File: src/logic/mem_map_pkg.sv
/*
 * Instruction memory map shared by the fetch RTL and the testbench
 * Widths, base address, depth and the address, word and index types
 * Import where memory sizes or addresses are needed
 */

package mem_map_pkg;

    // ====================
    // Widths
    // ====================
    localparam int unsigned addr_w     = 32;  // Byte address width
    localparam int unsigned word_w     = 32;  // Instruction word width
    localparam int unsigned mem_depth  = 256; // Instruction words
    localparam int unsigned word_idx_w = 8;   // log2(mem_depth)

    // ====================
    // Types
    // ====================
    typedef logic [addr_w-1:0]     addr_t;     // Byte address
    typedef logic [word_w-1:0]     word_t;     // One instruction
    typedef logic [word_idx_w-1:0] word_idx_t; // Index into the memory

    localparam addr_t inst_base_addr = 32'h8000_0000; // Byte address of word 0

endpackage

File: src/logic/fetch_pkg.sv
/*
 * Fetch side definitions: lane count, PC stride per bundle,
 * the NOP placed in faulted slots and the lane FSM states
 * Compile after mem_map_pkg
 */

package fetch_pkg;

    // ====================
    // Bundle shape
    // ====================
    localparam int unsigned num_lanes     = 3;             // Fetch width
    localparam int unsigned bundle_stride = 4 * num_lanes; // PC advance per bundle, 12 bytes

    // Canonical NOP, ADDI x0, x0, 0
    localparam mem_map_pkg::word_t nop_insn = 32'h0000_0013;

    // ====================
    // Lane FSM
    // ====================
    // lane_idle  free, can take a request
    // lane_wait  memory read in flight
    // lane_full  result held until the collector pops it
    typedef enum logic [1:0] {
        lane_idle = 2'd0,
        lane_wait = 2'd1,
        lane_full = 2'd2
    } lane_state_t;

endpackage

File: src/logic/fetch_lane.sv
/*
 * One fetch lane: takes an address from the sequencer, reads its own
 * memory port, range-checks the address and holds the word until the
 * collector pops it. Out of range slots return a NOP with fault set
 */

`timescale 1ns/1ps

module fetch_lane (
    input  logic                  clk,
    input  logic                  rst_n,      // Sync, active high
    input  logic                  flush_i,    // Drop whatever is in flight
    input  logic                  req_valid_i,
    input  mem_map_pkg::addr_t    req_addr_i,
    output logic                  req_ready_o,
    output logic                  rd_en_o,
    output mem_map_pkg::word_idx_t rd_idx_o,
    input  mem_map_pkg::word_t    rd_data_i,  // Arrives one cycle after rd_en_o
    output logic                  res_valid_o,
    output mem_map_pkg::word_t    res_insn_o,
    output logic                  res_fault_o,
    input  logic                  pop_i       // Collector takes the result
);

    import mem_map_pkg::*;
    import fetch_pkg::*;

    lane_state_t state_q;
    addr_t       offset;     // Byte offset from the memory base
    logic        addr_fault; // Request outside the memory
    logic        accept;     // Request taken this cycle
    logic        fault_q;
    word_t       insn_q;

    // ====================
    // Request side
    // ====================
    assign addr_fault = (req_addr_i < inst_base_addr) ||
                        (req_addr_i >= inst_base_addr + addr_t'(4 * mem_depth));
    assign offset     = req_addr_i - inst_base_addr;
    assign rd_idx_o   = offset[word_idx_w+1:2]; // Word index

    // Free when idle, or when the held result leaves this edge
    assign req_ready_o = (state_q == lane_idle) || (state_q == lane_full && pop_i);
    assign accept      = req_valid_i && req_ready_o;
    assign rd_en_o     = accept && !addr_fault; // No read for a faulted slot

    // ====================
    // FSM
    // ====================
    always_ff @(posedge clk) begin
        if (rst_n) begin
            state_q <= lane_idle;
        end else if (flush_i) begin
            state_q <= lane_idle;
        end else begin
            case (state_q)
                lane_idle: begin
                    if (req_valid_i) state_q <= lane_wait;
                end
                lane_wait: state_q <= lane_full; // Memory data lands now
                lane_full: begin
                    if (pop_i) state_q <= req_valid_i ? lane_wait : lane_idle; // Back to back
                end
                default: state_q <= lane_idle;
            endcase
        end
    end

    // Result payload
    always_ff @(posedge clk) begin
        if (accept) begin
            fault_q <= addr_fault;
        end
        if (state_q == lane_wait) begin
            insn_q <= fault_q ? nop_insn : rd_data_i;
        end
    end

    assign res_valid_o = (state_q == lane_full);
    assign res_insn_o  = insn_q;
    assign res_fault_o = fault_q;

    // Collector only pops when every lane holds a result
    a_pop_when_full: assert property (@(posedge clk) disable iff (rst_n)
        pop_i |-> state_q == lane_full)
        else $error("pop while lane not full");

endmodule

File: config.mk
export PLATFORM = sky130hd
export DESIGN_NAME = fetch_lane
export DESIGN_NICKNAME = d
export VERILOG_FILES = /design/src/logic/mem_map_pkg.sv /design/src/logic/fetch_pkg.sv /design/src/logic/fetch_lane.sv
export SDC_FILE = /design/constraint.sdc
export NUM_CORES = 1
export LEC_CHECK = 0
export ABC_AREA = 0
export BUFFER_PORTS_ARGS = -buffer_cell sky130_fd_sc_hd__buf_2
export CAP_MARGIN = 20
export CORE_UTILIZATION = 30
export CTS_CLUSTER_DIAMETER = 80
export CTS_CLUSTER_SIZE = 20
export DETAILED_ROUTE_END_ITERATION = 7
export PLACE_DENSITY = 0.71
export SLEW_MARGIN = 25
export SYNTH_ARGS = -nofsm -noshare
export SYNTH_HDL_FRONTEND = slang
export SYNTH_SLANG_ARGS = --single-unit
File: constraint.sdc
create_clock -name clk -period 5.8 [get_ports clk]
set_input_delay 0.29 -clock clk [delete_from_list [all_inputs] [get_ports clk]]
set_output_delay 0.29 -clock clk [all_outputs]
set_load 0.05 [all_outputs]
==> key figures <==
CTS
  • PostCTS Resize Cnt: 0
  • Number of buffers on the longest clock path: 2
  • Clock tree root buffer cell: clkbuf_8
  • Buffers inserted by post-CTS timing repair: 0
  • TritonCTS clock tree: yes
  • Insertion delay of the later-clocked pin in the worst-skew pair: around 0.28 ns
  • Count of H-tree levels built during CTS: 2
  • TritonCTS Buffers: 5
  • Clock slew at reported path FFs: approximately 0.060 ns
  • Count of hold-fix buffers inserted at cts: 0
  • Total number of clock tree sinks: 35

Routing
  • Iteration count of the initial detailed-routing pass: 7
  • Iteration-0 DRC Markers: around 120
  • DRC: 10
  • Routed WL: 2912 um
  • Average vias per placed instance: around 4.3
  • Average wire per cell in the routed design: around 12 um
  • Total via count after detailed routing: approximately 1.0k
  • Antenna Violating Nets Remaining: 0

Synthesis
  • Mapped Area: roughly 1400 um^2
  • Cell with the most instances after synthesis: edfxtp_1
  • Leading cell types by total area after synthesis: edfxtp_1 69%, nor2b_1 13%, buf_4 4.2%
  • Gate count after technology mapping: 98
  • Fraction of synthesis flops using an asynchronous set or reset pin: 0%
  • Sequential-to-total area share from yosys stat: 71.84%
  • Synthesized area per cell: around 15 um^2
  • Top cells by instance count after synthesis: 33 x edfxtp_1, 29 x nor2b_1, 8 x buf_4
  • Total of warnings raised by yosys: 0
  • Library cell occupying the most area in the post-synthesis netlist: edfxtp_1
  • Area fraction of the dominant cell type after synthesis: 69.05%
  • Top_reg_cell synth: edfxtp_1
  • Flop and latch count out of synthesis: 35
  • Mapped Nets: 167
  • EDFF count, synth: 33
  • Distinct cell type count after synthesis: 18

Power
  • Switching Share: a little under a quarter
  • Design Power: roughly 0.50 mW
  • Power Dens Cells: roughly 250 nW/um^2
  • Share of power burned in registers: ~57%
  • Power dissipated by switching net loads: roughly 0.11 mW
  • Relative contribution of combinational cells to total power: between 10% and 20%
  • Reported leakage power: about 0.84 nW
  • Maximum resistive drop on vdd: slightly below 90 uV
  • Internal Power: approximately 0.38 mW
  • Clock network fraction of design power: 31.7%

Critical path
  • Count of cells along the worst register-to-register path: 1
  • Type of the worst setup path: reg2out
  • Largest fanout of any net on the critical path: 4
  • Sort of element at the start of the critical path: flop
  • Origin of the critical flop-to-flop path: state_q[0]$_SDFFE_PP0P_
  • Critical path data arrival time: 1.41 ns
  • Critical Path Sink Type: output port
  • Critical path origin: state_q[1]$_SDFFE_PP0P_
  • Data required time at the worst endpoint: 5.51 ns

STA
  • Count of final setup violators: 0
  • Setup tns final: 0 ns
  • Min Tclk post-route: approximately 1.7 ns
  • Slew at the pin with the worst max-slew slack: about 0.88 ns
  • Final hold violations: 0
  • Relative slew slack: between 40% and 50%
  • Number of pins with negative max-slew slack in the final report: 0
  • Skew final: 0.004902 ns
  • Portion of the clock cycle consumed by the worst path in the final layout: between 20 and 30%
  • WHS: ~0.19 ns
  • Unrepaired setup endpoints after global routing: false
  • Peak Freq: between 0.5 and 0.6 GHz

Placed design
  • Detail Placement HPWL: between 2000 and 2500 um
  • Instance area after placement: between 1500 and 2000 um^2
  • Placer's final routability congestion estimate: 0.6970
  • Port Buf Inserts: 94

Final layout
  • Post-route core utilization: ~45%
  • Share of cells above drive strength 1: around 57%
  • Area of all placed cells without fillers: roughly 2000 um^2
  • Area delta synth->final: 38.80%
  • Final Net Count: ~260
  • Number of filler cells placed in the layout: approximately 420
  • Ant diodes: 0

Floorplan
  • Row Count: 24
  • Chip Width: 71.17 um
  • Core outline area: 4474 um^2
  • Vert. Die Dim: roughly 71 um
  • Initial standard-cell utilization of the core: 32.07%
  • Number of I/O pins: 113
  • Total die area: ~5100 um^2

Global route
  • Vias in the first global route: 1021
  • Largest net degree at the start of global routing: 34
  • Global routing usage summed across all routing layers: 12.24%
  • First-pass GRT wire length: between 4000 and 5000 um
  • Initial antenna violation count: 0
  • Remaining global-route overflow: 0

Min path
  • Worst hold path depth: 2
  • Worst hold path class: in2reg
  • Hold_sp: rst_n

Outcome
  • Violations in the final reports: DRC
  • Status: complete, but fails checks

Run
  • Max-cap violation count: 0
## registers in the layout (all words and copies together) (netlist names)
| register | cells |
|---|---|
| res_fault_o | 1 |
| res_insn_o | 32 |
| state_q | 2 |
## stage by stage
| stage | worst slack [ns] | cells |
|---|---|---|
| global route | 4.025 | 241 |
| detailed placement | 4.254 | 234 |
| finish | 4.100 | 241 |
| floorplan | 3.524 | 98 |
| CTS | 4.076 | 241 |
| global placement | 4.267 | 234 |
## cells by family after synthesis
family	Yosys count	share of synthesized area [%]
DFF	35	71.84
buffers and inverters	14	5.754
and+or+nand+nor	46	21.10
AOI/OAI and AO/OA	3	1.308
## power by group through the flow
| stage | Clock [mW] | Sequential, mW | Combinational, mW |
|---|---|---|---|
| finish | 0.157 | 0.283 | 0.0561 |
| global route | 0.175 | 0.283 | 0.0600 |
| CTS | 0.163 | 0.283 | 0.0568 |
| detailed placement | 0 | 0.288 | 0.0565 |
| global placement | 0 | 0.288 | 0.0560 |
| floorplan | 0 | 0.307 | 0.0262 |
## final timing paths
path / end / slack (ns)
hold reg to reg: state_q[0]$_SDFFE_PP0P_ / 0.63
hold / removal: state_q[0]$_SDFFE_PP0P_ / 0.19
setup reg to reg: res_insn_o[30]$_SDFFCE_PP0N_ / 4.29
setup / recovery: rd_en_o / 4.10
## layout make-up
| type | instances | area, um^2 | area share, % |
|---|---|---|---|
| Clock buffer | 5 | 68.82 | 3.455 |
| Clock inverter | 2 | 8.758 | 0.4397 |
| Inverter | 3 | 11.26 | 0.5653 |
| Multi-Input combinational cell | 49 | 329.1 | 16.52 |
| Sequential cell | 35 | 1031 | 51.76 |
| Tap cell | 52 | 65.06 | 3.266 |
| Timing Repair Buffer | 95 | 478.0 | 23.99 |
## worst max-delay path, stage by stage, from the launching register on
cell	delay (ns)
dfxtp_1	0.35
a211o_1	0.31
nor3_1	0.18
buf_2	0.29
## cells in the final DEF, fill, tap and decap left out, drive strengths merged, types with 2 or more instances in the layout
| cell type | instances |
|---|---|
| a21oi | 2 |
| inv | 3 |
| clkbuf | 5 |
| or2 | 4 |
| nor3 | 3 |
| buf | 95 |
| clkinv | 2 |
| nor2b | 29 |
| nor4 | 4 |
| and2b | 2 |
| dfxtp | 2 |
| edfxtp | 33 |
## metal layers
metal	track usage (%)	share of wire, %
met5	0	0
met3	5.128	11
met1	12.77	41
met2	20.53	46
met4	7.333	2.2
No activity file was read; power rests on OpenSTA's default activity.
