===== src/logic/mem_map_pkg.sv =====
/*
 * Instruction memory map shared by the fetch RTL and the testbench
 * Widths, base address, depth and the address, word and index types
 * Import where memory sizes or addresses are needed
 */

package mem_map_pkg;

    // ====================
    // Widths
    // ====================
    localparam int unsigned addr_w     = 32;  // Byte address width
    localparam int unsigned word_w     = 32;  // Instruction word width
    localparam int unsigned mem_depth  = 256; // Instruction words
    localparam int unsigned word_idx_w = 8;   // log2(mem_depth)

    // ====================
    // Types
    // ====================
    typedef logic [addr_w-1:0]     addr_t;     // Byte address
    typedef logic [word_w-1:0]     word_t;     // One instruction
    typedef logic [word_idx_w-1:0] word_idx_t; // Index into the memory

    localparam addr_t inst_base_addr = 32'h8000_0000; // Byte address of word 0

endpackage


===== src/logic/fetch_pkg.sv =====
/*
 * Fetch side definitions: lane count, PC stride per bundle,
 * the NOP placed in faulted slots and the lane FSM states
 * Compile after mem_map_pkg
 */

package fetch_pkg;

    // ====================
    // Bundle shape
    // ====================
    localparam int unsigned num_lanes     = 3;             // Fetch width
    localparam int unsigned bundle_stride = 4 * num_lanes; // PC advance per bundle, 12 bytes

    // Canonical NOP, ADDI x0, x0, 0
    localparam mem_map_pkg::word_t nop_insn = 32'h0000_0013;

    // ====================
    // Lane FSM
    // ====================
    // lane_idle  free, can take a request
    // lane_wait  memory read in flight
    // lane_full  result held until the collector pops it
    typedef enum logic [1:0] {
        lane_idle = 2'd0,
        lane_wait = 2'd1,
        lane_full = 2'd2
    } lane_state_t;

endpackage


===== src/logic/fetch_sequencer.sv =====
/*
 * Fetch PC owner: issues PC, PC+4, PC+8 to the three lanes when all
 * of them are ready, then steps the PC by one bundle
 * A redirect reloads the PC and flushes lanes and collector
 */

`timescale 1ns/1ps

module fetch_sequencer (
    input  logic                                             clk,
    input  logic                                             rst_n,          // Sync, active high
    input  logic                                             redirect_valid_i,
    input  mem_map_pkg::addr_t                               redirect_pc_i,
    input  logic [fetch_pkg::num_lanes-1:0]                  lane_ready_i,
    output logic [fetch_pkg::num_lanes-1:0]                  req_valid_o,
    output mem_map_pkg::addr_t [fetch_pkg::num_lanes-1:0]    req_addr_o,
    output mem_map_pkg::addr_t                               bundle_pc_o,    // PC of bundle in lanes
    output logic                                             flush_o
);

    import mem_map_pkg::*;
    import fetch_pkg::*;

    addr_t pc_q;  // Next bundle PC
    logic  issue; // All lanes take a request this cycle

    // Redirect wins over a normal issue
    assign issue       = (&lane_ready_i) && !redirect_valid_i;
    assign req_valid_o = {num_lanes{issue}}; // All lanes together or none
    assign flush_o     = redirect_valid_i;   // One cycle per taken redirect

    // Lane k fetches word k of the bundle
    for (genvar k = 0; k < num_lanes; k++) begin : g_addr
        assign req_addr_o[k] = pc_q + addr_t'(4 * k);
    end

    // ====================
    // PC register
    // ====================
    always_ff @(posedge clk) begin
        if (rst_n) begin
            pc_q <= inst_base_addr; // Boot from word 0
        end else if (redirect_valid_i) begin
            pc_q <= redirect_pc_i;
        end else if (issue) begin
            pc_q <= pc_q + addr_t'(bundle_stride);
        end
    end

    // PC of the bundle now sitting in the lanes, sampled by the collector on pop
    always_ff @(posedge clk) begin
        if (issue) begin
            bundle_pc_o <= pc_q;
        end
    end

    // Redirect targets must be word aligned, or lanes would split words
    a_pc_aligned: assert property (@(posedge clk) disable iff (rst_n) pc_q[1:0] == 2'b00)
        else $error("fetch PC not word aligned: %h", pc_q);

endmodule


===== config.mk =====
export PLATFORM = sky130hd
export DESIGN_NAME = fetch_sequencer
export DESIGN_NICKNAME = d
export VERILOG_FILES = /design/src/logic/mem_map_pkg.sv /design/src/logic/fetch_pkg.sv /design/src/logic/fetch_sequencer.sv
export SDC_FILE = /design/constraint.sdc
export NUM_CORES = 1
export LEC_CHECK = 0
export BUFFER_PORTS_ARGS = -buffer_cell sky130_fd_sc_hd__buf_2
export CORE_MARGIN = 2
export CORE_UTILIZATION = 45
export DETAILED_ROUTE_END_ITERATION = 10
export MAX_ROUTING_LAYER = met4
export PLACE_DENSITY = 0.82
export SETUP_SLACK_MARGIN = 0.2
export SLEW_MARGIN = 10
export SYNTH_ARGS = -nofsm -noshare
export SYNTH_HDL_FRONTEND = slang
export SYNTH_SLANG_ARGS = --single-unit
export TNS_END_PERCENT = 100

===== constraint.sdc =====
create_clock -name clk -period 5.36 [get_ports clk]
set_input_delay 1.072 -clock clk [delete_from_list [all_inputs] [get_ports clk]]
set_output_delay 1.072 -clock clk [all_outputs]
set_load 0.02 [all_outputs]

==> flow_summary.html <==
<table>
<tr><th>Metric</th><th>Value</th></tr>
<tr><th colspan="2">Drt</th></tr>
<tr><td>DRT Wirelength</td><td>~12000 µm</td></tr>
<tr><td>Residual antenna-violating net count after detailed routing</td><td>0</td></tr>
<tr><td>Total number of vias</td><td>3810</td></tr>
<tr><td>Drc violations</td><td>0</td></tr>
<tr><td>Mean routed wirelength per cell</td><td>17.8 µm</td></tr>
<tr><td>Via density</td><td>about 5.8</td></tr>
<tr><td>Starting DRC count in detailed routing</td><td>280</td></tr>
<tr><td>Number of iterations in the first detailed-routing pass</td><td>5</td></tr>
<tr><th colspan="2">Timing</th></tr>
<tr><td>Min Clock Period, post-route</td><td>~4200 ps</td></tr>
<tr><td>Max Fclk</td><td>240 MHz</td></tr>
<tr><td>Unrepaired setup endpoints after global routing</td><td>no</td></tr>
<tr><td>Count of endpoints failing hold in the final timing report</td><td>0</td></tr>
<tr><td>Least-Margin Pin Slew</td><td>1170 ps</td></tr>
<tr><td>Remaining max-slew budget at the tightest pin</td><td>0.210</td></tr>
<tr><td>Worst setup skew after layout</td><td>8.99 ps</td></tr>
<tr><td>Finish-stage setup viols</td><td>0</td></tr>
<tr><td>Max Slew Vio Count</td><td>0</td></tr>
<tr><td>Total Negative Setup Slacks</td><td>0 ps</td></tr>
<tr><td>Tcrit/Tclk final</td><td>0.776</td></tr>
<tr><th colspan="2">Pwr</th></tr>
<tr><td>Static leakage power</td><td>2.05 nW</td></tr>
<tr><td>Power share of the clock group</td><td>0.374</td></tr>
<tr><td>Fraction of power spent switching nets</td><td>0.308</td></tr>
<tr><td>Total internal power</td><td>0.000893 W</td></tr>
<tr><td>Sw power</td><td>slightly below 0.0004 W</td></tr>
<tr><td>Peak supply drop</td><td>0.106 mV</td></tr>
<tr><td>Combinational power share</td><td>0.171</td></tr>
<tr><td>Sequential share of power</td><td>0.455</td></tr>
<tr><td>Power density over the cells</td><td>between 200 and 300 nW/µm²</td></tr>
<tr><th colspan="2">Critical path</th></tr>
<tr><td>CP Class</td><td>reg2out</td></tr>
<tr><td>Critical Path End Type</td><td>output port</td></tr>
<tr><td>Critical path required time</td><td>between 4000 and 5000 ps</td></tr>
<tr><td>Arrival @ worst endpoint</td><td>~3100 ps</td></tr>
<tr><td>Startpoint class of the critical path</td><td>flip-flop</td></tr>
<tr><td>Maximum fanout along the worst path</td><td>11</td></tr>
<tr><th colspan="2">Yosys</th></tr>
<tr><td>Simple-gate area share of the yosys netlist</td><td>0.235</td></tr>
<tr><td>Yosys cell types</td><td>40</td></tr>
<tr><td>Share of synthesized flip-flops with an asynchronous set or reset</td><td>0</td></tr>
<tr><td>#FFs+latches synth</td><td>64</td></tr>
<tr><td>Post-Synthesis Cell Area</td><td>3860 µm²</td></tr>
<tr><td>Top FF cell, synth</td><td>edfxtp_1</td></tr>
<tr><td>Synth top area cells</td><td>edfxtp_1 25%, dfxtp_1 17%, xnor2_1 9.1%</td></tr>
<tr><td>Count of flip-flops with a built-in enable after synthesis</td><td>32</td></tr>
<tr><td>Multiplexer area fraction after synthesis</td><td>0.00777</td></tr>
<tr><td>Net count after synthesis</td><td>462</td></tr>
<tr><td>Synthesis Warnings</td><td>0</td></tr>
<tr><td>Synthesized area per cell</td><td>9.20 µm²</td></tr>
<tr><td>Post-synthesis sequential area ratio</td><td>0.414</td></tr>
<tr><td>Xor/xnor share of the synthesized area</td><td>0.147</td></tr>
<tr><td>Synthesized-area fraction occupied by adder cells</td><td>0.0129</td></tr>
<tr><td>Compound-Gate Fraction of Synth Area</td><td>0.101</td></tr>
<tr><td>Dominant combinational cell family by area after synthesis</td><td>simple AND/OR/NAND/NOR gates</td></tr>
<tr><td>Cell taking the most area after synthesis</td><td>edfxtp_1</td></tr>
<tr><td>Number of instances in the synthesized netlist</td><td>420</td></tr>
<tr><td>Share of the synthesized area in the top cell type</td><td>0.249</td></tr>
<tr><th colspan="2">CTS</th></tr>
<tr><td>Root Buffer Master</td><td>clkbuf_8</td></tr>
<tr><td>CTS buffer count</td><td>9</td></tr>
<tr><td>Post CTS Setup Buffer Count</td><td>0</td></tr>
<tr><td>Clock tree from TritonCTS</td><td>built</td></tr>
<tr><td>Worst-path clk slew</td><td>70 ps</td></tr>
<tr><td>Total clock sinks</td><td>64</td></tr>
<tr><td>Gates resized, CTS repair</td><td>0</td></tr>
<tr><td># hold bufs at CTS</td><td>0</td></tr>
<tr><td>Depth of the CTS H-tree</td><td>3</td></tr>
<tr><td>Clock insertion delay at the later pin of the skew report</td><td>350 ps</td></tr>
<tr><td>Max Buffers Root-to-Sink</td><td>2</td></tr>
<tr><th colspan="2">Die</th></tr>
<tr><td>Core area</td><td>8260 µm²</td></tr>
<tr><td>Die width</td><td>around 97 µm</td></tr>
<tr><td>Io pins</td><td>170</td></tr>
<tr><td>Number of rows in the core area</td><td>33</td></tr>
<tr><td>Overall die height</td><td>a little under 100 µm</td></tr>
<tr><td>Die Outline Area</td><td>roughly 9300 µm²</td></tr>
<tr><td>Initial Util</td><td>0.468</td></tr>
<tr><th colspan="2">GRT</th></tr>
<tr><td>Initial antenna violation count</td><td>0</td></tr>
<tr><td>Largest net degree at the start of global routing</td><td>36</td></tr>
<tr><td>Remaining Overflow, GRT</td><td>0</td></tr>
<tr><td>GRT Total Usage</td><td>0.253</td></tr>
<tr><td>Via count of the first global-routing pass</td><td>3548</td></tr>
<tr><td>Wire length of the first global-routing pass</td><td>18700 µm</td></tr>
<tr><th colspan="2">Cells and area</th></tr>
<tr><td>Proportion of layout cells with a drive suffix above 1</td><td>0.351</td></tr>
<tr><td>Final std cell area, no fill</td><td>around 4800 µm²</td></tr>
<tr><td>Final-stage net count</td><td>592</td></tr>
<tr><td>Most frequent cells in the layout</td><td>169 x buf_2, 41 x nor2_1, 40 x xnor2_1</td></tr>
<tr><td>Synthesis-to-finish area growth</td><td>24.9%</td></tr>
<tr><td>Most common cell after layout, fill and taps aside</td><td>buf_2</td></tr>
<tr><td>Number of fill cells</td><td>767</td></tr>
<tr><td>Antenna Diode Count</td><td>0</td></tr>
<tr><th colspan="2">Placed design</th></tr>
<tr><td>Dpl cell area</td><td>4590 µm²</td></tr>
<tr><td>Port Buffer Count</td><td>169</td></tr>
<tr><td>Weighted congestion reported at the end of routability-driven placement</td><td>0.878</td></tr>
<tr><td>Sum of net half-perimeters after detailed placement</td><td>8360 µm</td></tr>
<tr><th colspan="2">Min path</th></tr>
<tr><td>Classification of the worst-slack hold path</td><td>reg2reg</td></tr>
<tr><th colspan="2">Flow run</th></tr>
<tr><td>Count of maximum capacitance violations</td><td>0</td></tr>
<tr><th colspan="2">Status</th></tr>
<tr><td>Run status</td><td>finished clean</td></tr>
</table>
-- final cells by class --
class                      count  area [µm²]  area share
inverter                      10        37.5     0.00777
clock inverter                 6        92.6      0.0192
multi-input combinational    293        1960       0.406
clock buffer                  10         138      0.0285
timing repair buffer         172         868       0.180
tap                          105         131      0.0272
sequential                    64        1600       0.332
-- routing by layer --
| metal | track usage | share of wire |
|---|---|---|
| met1 | 0.341 | 0.43 |
| met2 | 0.382 | 0.46 |
| met3 | 0.0462 | 0.090 |
| met4 | 0.0921 | 0.025 |
| met5 | - | 0 |
-- kinds of logic after synthesis --
logic type                 after synthesis
AOI/OAI and AO/OA                       52
xor gates and xnor gates                65
adders and majority gates                4
buffers and inverters                   63
DFF                                     64
muxes                                    3
and+or+nand+nor                        169
-- cell usage after synthesis (2+ instances only) --
cell type / n
buf_4: 14
a311oi_1: 13
and4_1: 8
xnor2_1: 40
clkbuf_1: 17
buf_2: 17
buf_1: 4
mux2i_1: 3
a21oi_1: 6
or3_1: 8
nor4_1: 14
inv_1: 10
nor2_1: 42
o21ai_0: 5
edfxtp_1: 32
dfxtp_1: 32
o31ai_1: 7
and3_1: 3
or4_1: 12
nand4_2: 2
a211oi_1: 12
xor2_1: 25
nor3_1: 13
a2111oi_0: 4
nand3_1: 11
or2_2: 2
nand2_1: 33
nand4_1: 15
o41ai_1: 2
ha_1: 4
-- worst paths after layout --
kind	start	endpoint	slack (ps)	cells past startpoint
setup reg to reg	pc_q[2]	pc_q[30]	2640	6
setup / recovery	pc_q[13]	req_addr_o[60]	1200	5
hold reg to reg	pc_q[1]	bundle_pc_o[1]	500	0
hold / removal	pc_q[1]	bundle_pc_o[1]	500	0
-- critical path, stage by stage (launching register included) --
cell and delay [ps]:
dfxtp_1 570, nand4_1 420, nor4_1 1100, nand4_1 260
xnor2_1 200, buf_2 190
-- per-stage QoR --
stage           util  power, W  hold slack [ps]  cells  setup WS (ps)
2_1_floorplan      -  0.000741              559    420            982
5_1_grt        0.585   0.00134              530    660            977
4_1_cts        0.584   0.00130              508    660           1190
3_3_place_gp   0.556  0.000813              474    644           1760
6_report       0.585   0.00129              499    660           1200
3_5_place_dp   0.556  0.000818              488    644           1570
-- power by group through the flow --
stage	Sequential, W	Combinational, W	Clock (W)
after global placement	0.000594	0.000219	0
after global routing	0.000592	0.000238	0.000508
after floorplan	0.000587	0.000153	0
after CTS	0.000586	0.000222	0.000488
after detailed placement	0.000597	0.000221	0
final	0.000587	0.000221	0.000483
-- state kept, by name, indices dropped and copies added, names as in the netlist --
signal,flops
bundle_pc_o,32
pc_q,32
No activity file was read; power rests on OpenSTA's default activity.
