**src/logic/mem_map_pkg.sv**
```systemverilog
/*
 * Instruction memory map shared by the fetch RTL and the testbench
 * Widths, base address, depth and the address, word and index types
 * Import where memory sizes or addresses are needed
 */

package mem_map_pkg;

    // ====================
    // Widths
    // ====================
    localparam int unsigned addr_w     = 32;  // Byte address width
    localparam int unsigned word_w     = 32;  // Instruction word width
    localparam int unsigned mem_depth  = 256; // Instruction words
    localparam int unsigned word_idx_w = 8;   // log2(mem_depth)

    // ====================
    // Types
    // ====================
    typedef logic [addr_w-1:0]     addr_t;     // Byte address
    typedef logic [word_w-1:0]     word_t;     // One instruction
    typedef logic [word_idx_w-1:0] word_idx_t; // Index into the memory

    localparam addr_t inst_base_addr = 32'h8000_0000; // Byte address of word 0

endpackage

```
**src/logic/fetch_pkg.sv**
```systemverilog
/*
 * Fetch side definitions: lane count, PC stride per bundle,
 * the NOP placed in faulted slots and the lane FSM states
 * Compile after mem_map_pkg
 */

package fetch_pkg;

    // ====================
    // Bundle shape
    // ====================
    localparam int unsigned num_lanes     = 3;             // Fetch width
    localparam int unsigned bundle_stride = 4 * num_lanes; // PC advance per bundle, 12 bytes

    // Canonical NOP, ADDI x0, x0, 0
    localparam mem_map_pkg::word_t nop_insn = 32'h0000_0013;

    // ====================
    // Lane FSM
    // ====================
    // lane_idle  free, can take a request
    // lane_wait  memory read in flight
    // lane_full  result held until the collector pops it
    typedef enum logic [1:0] {
        lane_idle = 2'd0,
        lane_wait = 2'd1,
        lane_full = 2'd2
    } lane_state_t;

endpackage

```
**src/logic/bundle_collector.sv**
```systemverilog
/*
 * Joins the three lane results into one registered bundle with a
 * valid/ready handshake. Lanes are popped on the edge that loads the
 * output register, so the next fetch overlaps the current output
 */

`timescale 1ns/1ps

module bundle_collector (
    input  logic                                             clk,
    input  logic                                             rst_n,       // Sync, active high
    input  logic                                             flush_i,
    input  logic [fetch_pkg::num_lanes-1:0]                  lane_valid_i,
    input  mem_map_pkg::word_t [fetch_pkg::num_lanes-1:0]    lane_insn_i,
    input  logic [fetch_pkg::num_lanes-1:0]                  lane_fault_i,
    input  mem_map_pkg::addr_t                               pc_i,        // PC of bundle in lanes
    output logic                                             pop_o,
    output logic                                             bundle_valid_o,
    output mem_map_pkg::addr_t                               bundle_pc_o,
    output mem_map_pkg::word_t [fetch_pkg::num_lanes-1:0]    bundle_insn_o,
    output logic [fetch_pkg::num_lanes-1:0]                  bundle_fault_o,
    input  logic                                             bundle_ready_i
);

    logic out_free; // Output register empty or leaving this edge

    assign out_free = !bundle_valid_o || bundle_ready_i;
    assign pop_o    = (&lane_valid_i) && out_free && !flush_i; // Load and pop together

    // ====================
    // Output register
    // ====================
    always_ff @(posedge clk) begin
        if (rst_n) begin
            bundle_valid_o <= 1'b0;
        end else if (flush_i) begin
            bundle_valid_o <= 1'b0; // Drop old-path bundle
        end else if (pop_o) begin
            bundle_valid_o <= 1'b1;
        end else if (bundle_ready_i) begin
            bundle_valid_o <= 1'b0; // Taken, nothing behind it
        end
    end

    // Payload. The sequencer holds the in-lane PC, this register holds
    // the output PC, so each of the two bundles in flight keeps its own
    always_ff @(posedge clk) begin
        if (pop_o) begin
            bundle_pc_o    <= pc_i;
            bundle_insn_o  <= lane_insn_i;
            bundle_fault_o <= lane_fault_i;
        end
    end

    // Stalled bundle must not change under the consumer
    a_hold_stable: assert property (@(posedge clk) disable iff (rst_n)
        bundle_valid_o && !bundle_ready_i && !flush_i |=>
            bundle_valid_o && $stable(bundle_pc_o) && $stable(bundle_insn_o) &&
            $stable(bundle_fault_o))
        else $error("bundle changed while stalled");

endmodule

```
**config.mk**
```make
export PLATFORM = sky130hd
export DESIGN_NAME = bundle_collector
export DESIGN_NICKNAME = d
export VERILOG_FILES = /design/src/logic/mem_map_pkg.sv /design/src/logic/fetch_pkg.sv /design/src/logic/bundle_collector.sv
export SDC_FILE = /design/constraint.sdc
export NUM_CORES = 1
export LEC_CHECK = 0
export BUFFER_PORTS_ARGS = -buffer_cell sky130_fd_sc_hd__buf_2
export CAP_MARGIN = 5
export CORE_AREA = 2 2 105 107
export CTS_CLUSTER_DIAMETER = 30
export CTS_CLUSTER_SIZE = 25
export DETAILED_ROUTE_END_ITERATION = 10
export DIE_AREA = 0 0 107 109
export PLACE_DENSITY = 0.71
export SLEW_MARGIN = 30
export SYNTH_ARGS = -nofsm -noshare
export SYNTH_HDL_FRONTEND = slang
export SYNTH_SLANG_ARGS = --single-unit
```
**constraint.sdc**
```tcl
create_clock -name clk -period 20.6 [get_ports clk]
set_clock_uncertainty 0.05 [all_clocks]
set_input_delay 4.12 -clock clk [delete_from_list [all_inputs] [get_ports clk]]
set_output_delay 4.12 -clock clk [all_outputs]
set_load 0.02 [all_outputs]
```
==> metrics.txt, run 1 <==
# TYPE chip_impl_metric gauge
chip_impl_info{name="synth-main-ff-cell",value="sky130_fd_sc_hd__edfxtp_1"} 1
chip_impl_metric{name="total_power_density_per_cell_area",unit="nW/um2"} 102.7
chip_impl_info{name="critical_path.startpoint",value="lane_valid_i[2]"} 1
chip_impl_metric{name="tightest_slew",unit="ns"} 0.8413
chip_impl_metric{name="report.final.slew_viol_count",unit=""} 0
chip_impl_metric{name="final.setup.tns",unit="ns"} 0
chip_impl_metric{name="layout.area.seq",unit="um2"} 3954
chip_impl_info{name="cts_root_buf",value="sky130_fd_sc_hd__clkbuf_8"} 1
chip_impl_metric{name="clock_latency_reported_for_the_late_side_of_the_worst_skew_pair",unit="ns"} 0.50
chip_impl_metric{name="ys_ff_latch",unit=""} 132
chip_impl_metric{name="leakage",unit="nW"} 2.574
chip_impl_metric{name="drt-vias-per-instance",unit=""} 4.245
chip_impl_metric{name="cts_repair_resize_count",unit=""} 0
chip_impl_metric{name="worst-endpoint-required",unit="ns"} 16.43
chip_impl_metric{name="p_sw_share",unit="%"} 19.26
chip_impl_metric{name="drtIter0Drc",unit=""} 86
chip_impl_info{name="r2r-start",value="bundle_valid_o"} 1
chip_impl_metric{name="layout-drive-gt1-share",unit="%"} 68.86
chip_impl_info{name="critical_path.endpoint_type",value="output pin"} 1
chip_impl_metric{name="floorplan.initialDensity",unit="%"} 37.66
chip_impl_metric{name="post_cts_hold_buffer_count",unit=""} 0
chip_impl_metric{name="whs",unit="ns"} 0.4596
chip_impl_metric{name="postSynthAreaPerCell",unit="um2"} 29.36
chip_impl_metric{name="yosys_warnings",unit=""} 0
chip_impl_metric{name="mappedNetlistArea",unit="um2"} 3993
chip_impl_metric{name="antenna-diode-count",unit=""} 0
chip_impl_metric{name="r2r_cells",unit=""} 4
chip_impl_metric{name="die_area",unit="um2"} 11660
chip_impl_metric{name="postRouteWirelength",unit="um"} 8836
chip_impl_info{name="tritoncts_clock_tree",value="yes"} 1
chip_impl_info{name="grt_setup_unrepaired",value="false"} 1
chip_impl_metric{name="slowest_stage_delay_on_critical_path",unit="ns"} 0.20
chip_impl_info{name="cpMostUsedCell",value="sky130_fd_sc_hd__buf_2"} 1
chip_impl_metric{name="rows",unit=""} 38
chip_impl_metric{name="power.share.clock",unit="%"} 48.0
chip_impl_metric{name="fill_cells",unit=""} 817
chip_impl_metric{name="num_vias",unit=""} 2462
chip_impl_metric{name="syn-num-nets",unit=""} 274
chip_impl_metric{name="final.period_utilization",unit="%"} 43.07
chip_impl_info{name="slowest_stage",value="sky130_fd_sc_hd__nor3b_2"} 1
chip_impl_metric{name="report.final.hold_viol_count",unit=""} 0
chip_impl_metric{name="reg2reg_slack",unit="ns"} 18.09
chip_impl_metric{name="post_synth_inst_count",unit=""} 136
chip_impl_metric{name="track_usage",unit="%"} 14.68
chip_impl_metric{name="max_slew_margin",unit="%"} 43.91
chip_impl_metric{name="cts-htree-levels",unit=""} 4
chip_impl_metric{name="numCtsBuffers",unit=""} 17
chip_impl_info{name="status",value="complete, no violations"} 1
chip_impl_metric{name="ys_seq_area_share",unit="%"} 99.03
chip_impl_info{name="cell_chain_of_the_critical_path",value="buf_2, nand3_1, nor3b_2, buf_2"} 1
chip_impl_info{name="worstSetupEndpoint",value="pop_o"} 1
chip_impl_metric{name="drt_pre_antenna_iters",unit=""} 4
chip_impl_metric{name="grt_first_pass_wirelength",unit="um"} 12230
chip_impl_info{name="netlist.top_cell.by_area",value="sky130_fd_sc_hd__edfxtp_1"} 1
chip_impl_info{name="start_kind",value="input port"} 1
chip_impl_metric{name="cts_max_path_buffers",unit=""} 2
chip_impl_metric{name="dp.cells",unit=""} 548
chip_impl_metric{name="filler_free_cell_count_of_the_finished_design",unit=""} 580
chip_impl_metric{name="drcViolationCount",unit=""} 0
chip_impl_metric{name="cts_num_sinks",unit=""} 132
chip_impl_metric{name="grt_max_degree",unit=""} 69
chip_impl_metric{name="postCtsSetupBuffers",unit=""} 0
chip_impl_metric{name="edff_count_synth",unit=""} 131
chip_impl_metric{name="comb_power_share",unit="%"} 4.1
chip_impl_metric{name="vdd_ir_drop_max",unit="uV"} 53.87
chip_impl_metric{name="crit_path_max_fanout",unit=""} 2
chip_impl_metric{name="multi_input_area",unit="um2"} 43.79
chip_impl_metric{name="die_w",unit="um"} 107
chip_impl_metric{name="nets",unit=""} 565
chip_impl_info{name="path_class",value="input port to output pin"} 1
chip_impl_metric{name="io_pins",unit=""} 271
chip_impl_metric{name="power_report.internal_total",unit="mW"} 0.5096
chip_impl_metric{name="drt.antenna.violating_nets",unit=""} 0
chip_impl_metric{name="gp_routability_congestion",unit=""} 0.7227
chip_impl_metric{name="worst_path_clk_slew",unit="ns"} 0.06
chip_impl_metric{name="power.net_switching",unit="mW"} 0.1216
chip_impl_metric{name="final.min_clock_period",unit="ns"} 8.872
chip_impl_metric{name="detail_route.wl_per_cell",unit="um"} 15.23
chip_impl_metric{name="synthArstFlopShare",unit="%"} 0
chip_impl_metric{name="die_h",unit="um"} 109
chip_impl_metric{name="place.port_buffers",unit=""} 270
chip_impl_info{name="most_repeated_cell_in_the_gate_level_netlist_after_synthesis",value="sky130_fd_sc_hd__edfxtp_1"} 1
chip_impl_metric{name="seq_power_share",unit="%"} 47.9
chip_impl_metric{name="synthDominantCellAreaShare",unit="%"} 98.53
chip_impl_metric{name="setup_viol",unit=""} 0
chip_impl_metric{name="grt_overflow_total",unit=""} 0
chip_impl_info{name="worst_r2r_endpoint",value="bundle_insn_o[79]"} 1
chip_impl_metric{name="timing.max_cap.violations",unit=""} 0
chip_impl_info{name="worstHoldPathType",value="flop to flop"} 1
chip_impl_metric{name="worst_endpoint_data_arrival_time",unit="ns"} 4.70
chip_impl_metric{name="core_area",unit="um2"} 10600
chip_impl_metric{name="vias_in_the_first_global_route",unit=""} 2473
chip_impl_metric{name="achievable-frequency",unit="MHz"} 112.7
chip_impl_metric{name="areaGrowthSynthToFinish",unit="%"} 53.87
chip_impl_info{name="leading_post_synthesis_cells_by_cell_area",value="sky130_fd_sc_hd__edfxtp_1 99%, sky130_fd_sc_hd__dfxtp_1 0.50%, sky130_fd_sc_hd__nand2b_4 0.34%"} 1
chip_impl_metric{name="antenna_violations_before_repair",unit=""} 0
chip_impl_metric{name="synth.lib_cells_used.distinct",unit=""} 6
## kinds of logic (layout without fill, tap and decap cells)
group | count (synthesis) | count (layout) | share of synthesized area (%)
AND/OR/NAND/NOR | 3 | 3 | 0.6580
flip-flops | 132 | 132 | 99.03
AO/OA/AOI/OAI | 1 | 1 | 0.3133
buffers and inverters | 0 | 304 | 0
## through the flow
stage,util [%],instance area [um2],power [mW],worst slack [ns]
floorplan,-,3993,0.3179,2.284
global placement,52.24,5539,0.3334,11.74
detailed placement,52.24,5539,0.3342,11.72
CTS,57.94,6143,0.6403,11.72
global route,57.94,6143,0.6530,11.67
finish,57.94,6143,0.6312,11.73
## layout make-up
cell class / instances / area share [%]
Sequential cell: 132 / 64.36
Timing Repair Buffer: 272 / 22.24
Clock buffer: 19 / 6.864
Clock inverter: 13 / 2.974
Tap cell: 140 / 2.851
Multi-Input combinational cell: 4 / 0.7128
## power by group through the flow
stage | registers (mW) | logic, mW | clock network [mW]
CTS | 0.302 | 0.0263 | 0.312
detailed placement | 0.308 | 0.0262 | 0
floorplan | 0.316 | 0.00209 | 0
global placement | 0.308 | 0.0256 | 0
finish | 0.302 | 0.0258 | 0.303
global route | 0.303 | 0.0280 | 0.322
## state kept, by name (all words and copies together) (netlist names)
signal and count:
bundle_insn_o 96, bundle_valid_o 1, bundle_fault_o 3, bundle_pc_o 32
## layer usage
layer,track usage [%],wire (um),vias up
met5,0,0,-
met4,7.050,140,0
li1,-,-,1142
met2,24.80,4636,163
met1,14.74,2951,1145
met3,8.189,1107,12
## cells in the final DEF, fill, tap and decap left out, drive strengths merged
| cell type | count |
|---|---|
| nand3 | 1 |
| edfxtp | 131 |
| clkinvlp | 2 |
| dfxtp | 1 |
| buf | 272 |
| clkbuf | 19 |
| nand2b | 1 |
| clkinv | 6 |
| bufinv | 4 |
| nor3b | 1 |
| a211oi | 1 |
| inv | 1 |
## worst min path at each step
| stage | from | endpoint | slack (ns) | depth (start not counted) |
|---|---|---|---|---|
| after floorplan | bundle_valid_o | bundle_valid_o | 0.52 | 2 |
| after global placement | bundle_valid_o | bundle_valid_o | 0.44 | 2 |
| after detailed placement | bundle_valid_o | bundle_valid_o | 0.46 | 2 |
| after CTS | bundle_valid_o | bundle_valid_o | 0.47 | 2 |
| after global routing | bundle_valid_o | bundle_valid_o | 0.48 | 2 |
| final | bundle_valid_o | bundle_valid_o | 0.46 | 2 |
## worst max-delay path: cells and delay by family
kind          cells  cell delay (ns)
simple gates      2             0.31
buf+inv           2             0.27
(Power assumes the default switching activity.)
==> run 2, diff against run 1 <==
--- a/config.mk
+++ b/config.mk
@@ -7,12 +7,12 @@
 export LEC_CHECK = 0
 export BUFFER_PORTS_ARGS = -buffer_cell sky130_fd_sc_hd__buf_2
 export CAP_MARGIN = 5
-export CORE_AREA = 2 2 105 107
+export CORE_ASPECT_RATIO = 0.8
+export CORE_UTILIZATION = 37
 export CTS_CLUSTER_DIAMETER = 30
 export CTS_CLUSTER_SIZE = 25
 export DETAILED_ROUTE_END_ITERATION = 10
-export DIE_AREA = 0 0 107 109
-export PLACE_DENSITY = 0.71
+export PLACE_DENSITY = 0.72
 export SLEW_MARGIN = 30
 export SYNTH_ARGS = -nofsm -noshare
 export SYNTH_HDL_FRONTEND = slang
==> constraint.sdc (replaced) <==
create_clock -name clk -period 7.56 [get_ports clk]
set_clock_uncertainty 0.05 [all_clocks]
set_input_delay 1.512 -clock clk [delete_from_list [all_inputs] [get_ports clk]]
set_output_delay 1.512 -clock clk [all_outputs]
set_load 0.02 [all_outputs]
==> metrics.txt, run 2 (synthesis results as in run 1) <==
# TYPE chip_impl_metric gauge
chip_impl_metric{name="vdd_ir_drop_max",unit="uV"} 169.3
chip_impl_info{name="cpMostUsedCell",value="sky130_fd_sc_hd__buf_2"} 1
chip_impl_metric{name="flip_flop_count_of_the_largest_register_after_layout",unit=""} 96
chip_impl_metric{name="grt_overflow_total",unit=""} 0
chip_impl_metric{name="max_slew_margin",unit="%"} 45.56
chip_impl_info{name="cell_chain_of_the_critical_path",value="buf_2, nand3_1, nor3b_4, buf_2"} 1
chip_impl_metric{name="core_area",unit="um2"} 10360
chip_impl_metric{name="rows",unit=""} 33
chip_impl_metric{name="postCtsSetupBuffers",unit=""} 0
chip_impl_metric{name="tightest_slew",unit="ns"} 0.8167
chip_impl_metric{name="antenna-diode-count",unit=""} 0
chip_impl_metric{name="worst-endpoint-required",unit="ns"} 6.00
chip_impl_info{name="max_flop_register",value="bundle_insn_o"} 1
chip_impl_metric{name="drcViolationCount",unit=""} 0
chip_impl_info{name="layout_common_cells",value="270 x sky130_fd_sc_hd__buf_2, 131 x sky130_fd_sc_hd__edfxtp_1, 17 x sky130_fd_sc_hd__clkbuf_16"} 1
chip_impl_info{name="r2r-start",value="bundle_valid_o"} 1
chip_impl_info{name="start_kind",value="input port"} 1
chip_impl_metric{name="cts_num_sinks",unit=""} 132
chip_impl_metric{name="antenna_violations_before_repair",unit=""} 0
chip_impl_metric{name="timing.max_cap.violations",unit=""} 0
chip_impl_metric{name="drtIter0Drc",unit=""} 63
chip_impl_metric{name="reg2reg_slack",unit="ns"} 5.05
chip_impl_metric{name="cts_max_path_buffers",unit=""} 2
chip_impl_metric{name="fill_cells",unit=""} 828
chip_impl_metric{name="setup_viol",unit=""} 0
chip_impl_info{name="final_common_cell",value="sky130_fd_sc_hd__buf_2"} 1
chip_impl_metric{name="crit_path_max_fanout",unit=""} 2
chip_impl_metric{name="total_power_density_per_cell_area",unit="nW/um2"} 272.3
chip_impl_metric{name="power.net_switching",unit="mW"} 0.3285
chip_impl_metric{name="final.setup.tns",unit="ns"} 0
chip_impl_metric{name="timing.critical_path.depth",unit=""} 4
chip_impl_metric{name="dp.cells",unit=""} 548
chip_impl_metric{name="r2r_cells",unit=""} 4
chip_impl_info{name="timing.hold.worst_endpoint",value="bundle_valid_o"} 1
chip_impl_metric{name="layout-drive-gt1-share",unit="%"} 69.48
chip_impl_metric{name="filler_free_cell_count_of_the_finished_design",unit=""} 579
chip_impl_metric{name="worst_path_clk_slew",unit="ns"} 0.06
chip_impl_metric{name="leakage",unit="nW"} 2.558
chip_impl_info{name="cpLargestDelayFamily",value="simple AND/OR/NAND/NOR gates"} 1
chip_impl_metric{name="power_report.internal_total",unit="mW"} 1.336
chip_impl_metric{name="num_vias",unit=""} 2405
chip_impl_metric{name="design_power_total",unit="mW"} 1.665
chip_impl_metric{name="gp_routability_congestion",unit=""} 0.7610
chip_impl_metric{name="postPlaceCellArea",unit="um2"} 5545
chip_impl_metric{name="grt_first_pass_wirelength",unit="um"} 12050
chip_impl_metric{name="timing.hold.worst_path_depth",unit=""} 2
chip_impl_metric{name="nets",unit=""} 565
chip_impl_metric{name="layout.area.seq",unit="um2"} 3954
chip_impl_metric{name="die_w",unit="um"} 118.1
chip_impl_info{name="layout_top_registers",value="bundle_insn_o (96), bundle_pc_o (32), bundle_fault_o (3)"} 1
chip_impl_metric{name="io_pins",unit=""} 271
chip_impl_metric{name="multi_input_area",unit="um2"} 50.05
chip_impl_metric{name="grt_max_degree",unit=""} 68
chip_impl_metric{name="die_area",unit="um2"} 11210
chip_impl_metric{name="post-place-ws",unit="ns"} 3.665
chip_impl_metric{name="slowest_stage_delay_on_critical_path",unit="ns"} 0.21
chip_impl_info{name="worstHoldPathType",value="flop to flop"} 1
chip_impl_metric{name="final.period_utilization",unit="%"} 48.89
chip_impl_metric{name="cts_repair_resize_count",unit=""} 0
chip_impl_info{name="worst_r2r_endpoint",value="bundle_pc_o[24]"} 1
chip_impl_metric{name="p_sw_share",unit="%"} 19.73
chip_impl_metric{name="final.min_clock_period",unit="ns"} 3.696
chip_impl_info{name="cts_root_buf",value="sky130_fd_sc_hd__clkbuf_16"} 1
chip_impl_metric{name="fin_ws",unit="ns"} 3.864
chip_impl_metric{name="cp.buffers_inverters",unit=""} 2
chip_impl_metric{name="report.final.hold_viol_count",unit=""} 0
chip_impl_info{name="slowest_stage",value="sky130_fd_sc_hd__nor3b_4"} 1
chip_impl_metric{name="finalInstanceArea",unit="um2"} 6112
chip_impl_metric{name="post_cts_hold_buffer_count",unit=""} 0
chip_impl_metric{name="floorplan.initialDensity",unit="%"} 38.52
chip_impl_info{name="grt_setup_unrepaired",value="false"} 1
chip_impl_info{name="critical_path.endpoint_type",value="output pin"} 1
chip_impl_info{name="holdCritStartpoint",value="bundle_valid_o"} 1
chip_impl_info{name="tritoncts_clock_tree",value="yes"} 1
chip_impl_metric{name="cts-htree-levels",unit=""} 4
chip_impl_metric{name="power.share.clock",unit="%"} 46.3
chip_impl_metric{name="achievable-frequency",unit="MHz"} 270.6
chip_impl_metric{name="numCtsBuffers",unit=""} 17
chip_impl_metric{name="comb_power_share",unit="%"} 4.2
chip_impl_metric{name="postRouteWirelength",unit="um"} 8639
chip_impl_metric{name="place.port_buffers",unit=""} 270
chip_impl_metric{name="report.final.slew_viol_count",unit=""} 0
chip_impl_metric{name="worst_endpoint_data_arrival_time",unit="ns"} 2.13
chip_impl_metric{name="die_h",unit="um"} 94.91
chip_impl_metric{name="track_usage",unit="%"} 15.18
chip_impl_info{name="path_class",value="input port to output pin"} 1
chip_impl_metric{name="drt.antenna.violating_nets",unit=""} 0
chip_impl_metric{name="drt-vias-per-instance",unit=""} 4.154
chip_impl_info{name="status",value="complete, no violations"} 1
chip_impl_metric{name="seq_power_share",unit="%"} 49.5
chip_impl_metric{name="vias_in_the_first_global_route",unit=""} 2351
chip_impl_metric{name="clock_latency_reported_for_the_late_side_of_the_worst_skew_pair",unit="ns"} 0.40
chip_impl_metric{name="drt_pre_antenna_iters",unit=""} 4
chip_impl_metric{name="detail_route.wl_per_cell",unit="um"} 14.92
chip_impl_metric{name="areaGrowthSynthToFinish",unit="%"} 53.09
run 2: how the worst max path moves through the flow:
stage | startpoint | endpoint | slack, ns
detailed placement | lane_valid_i[2] | bundle_insn_o[41] | 3.67
finish | lane_valid_i[2] | pop_o | 3.86
floorplan | lane_valid_i[2] | pop_o | 0.93
global route | lane_valid_i[2] | pop_o | 3.82
CTS | lane_valid_i[2] | pop_o | 3.86
global placement | lane_valid_i[0] | bundle_insn_o[34] | 3.74
run 2: layout make-up:
cell class                 instances  area share, %
clock buffer                      18          7.022
clock inverter                    13          2.252
multi-input combinational          4         0.8188
sequential                       132          64.69
tap                              140          2.866
timing repair buffer             272          22.35
run 2: power by group through the flow:
| stage | logic, mW | registers [mW] | clock network (mW) |
|---|---|---|---|
| global placement | 0.0689 | 0.838 | 0 |
| detailed placement | 0.0712 | 0.839 | 0 |
| floorplan | 0.00598 | 0.857 | 0 |
| CTS | 0.0712 | 0.824 | 0.790 |
| finish | 0.0700 | 0.824 | 0.771 |
| global route | 0.0756 | 0.825 | 0.818 |
run 2: metal layers:
layer	global-route usage [%]	routed length, um	up-vias
met5	0	0	-
met4	7.051	134	0
met3	7.790	872	13
met2	25.39	4420	150
met1	16.14	3211	1105
li1	-	-	1137
run 2: worst min-delay path, stage by stage (launching register included):
cell	delay, ns
sky130_fd_sc_hd__dfxtp_1	0.33
sky130_fd_sc_hd__nand2b_4	0.08
sky130_fd_sc_hd__a211oi_2	0.06
run 2: per-stage QoR:
| stage | hold WS, ns | util, % |
|---|---|---|
| finish | 0.4536 | 58.98 |
| global route | 0.4721 | 58.98 |
| CTS | 0.4583 | 58.98 |
| detailed placement | 0.4478 | 53.51 |
| global placement | 0.4377 | 53.51 |
| floorplan | 0.5239 | - |
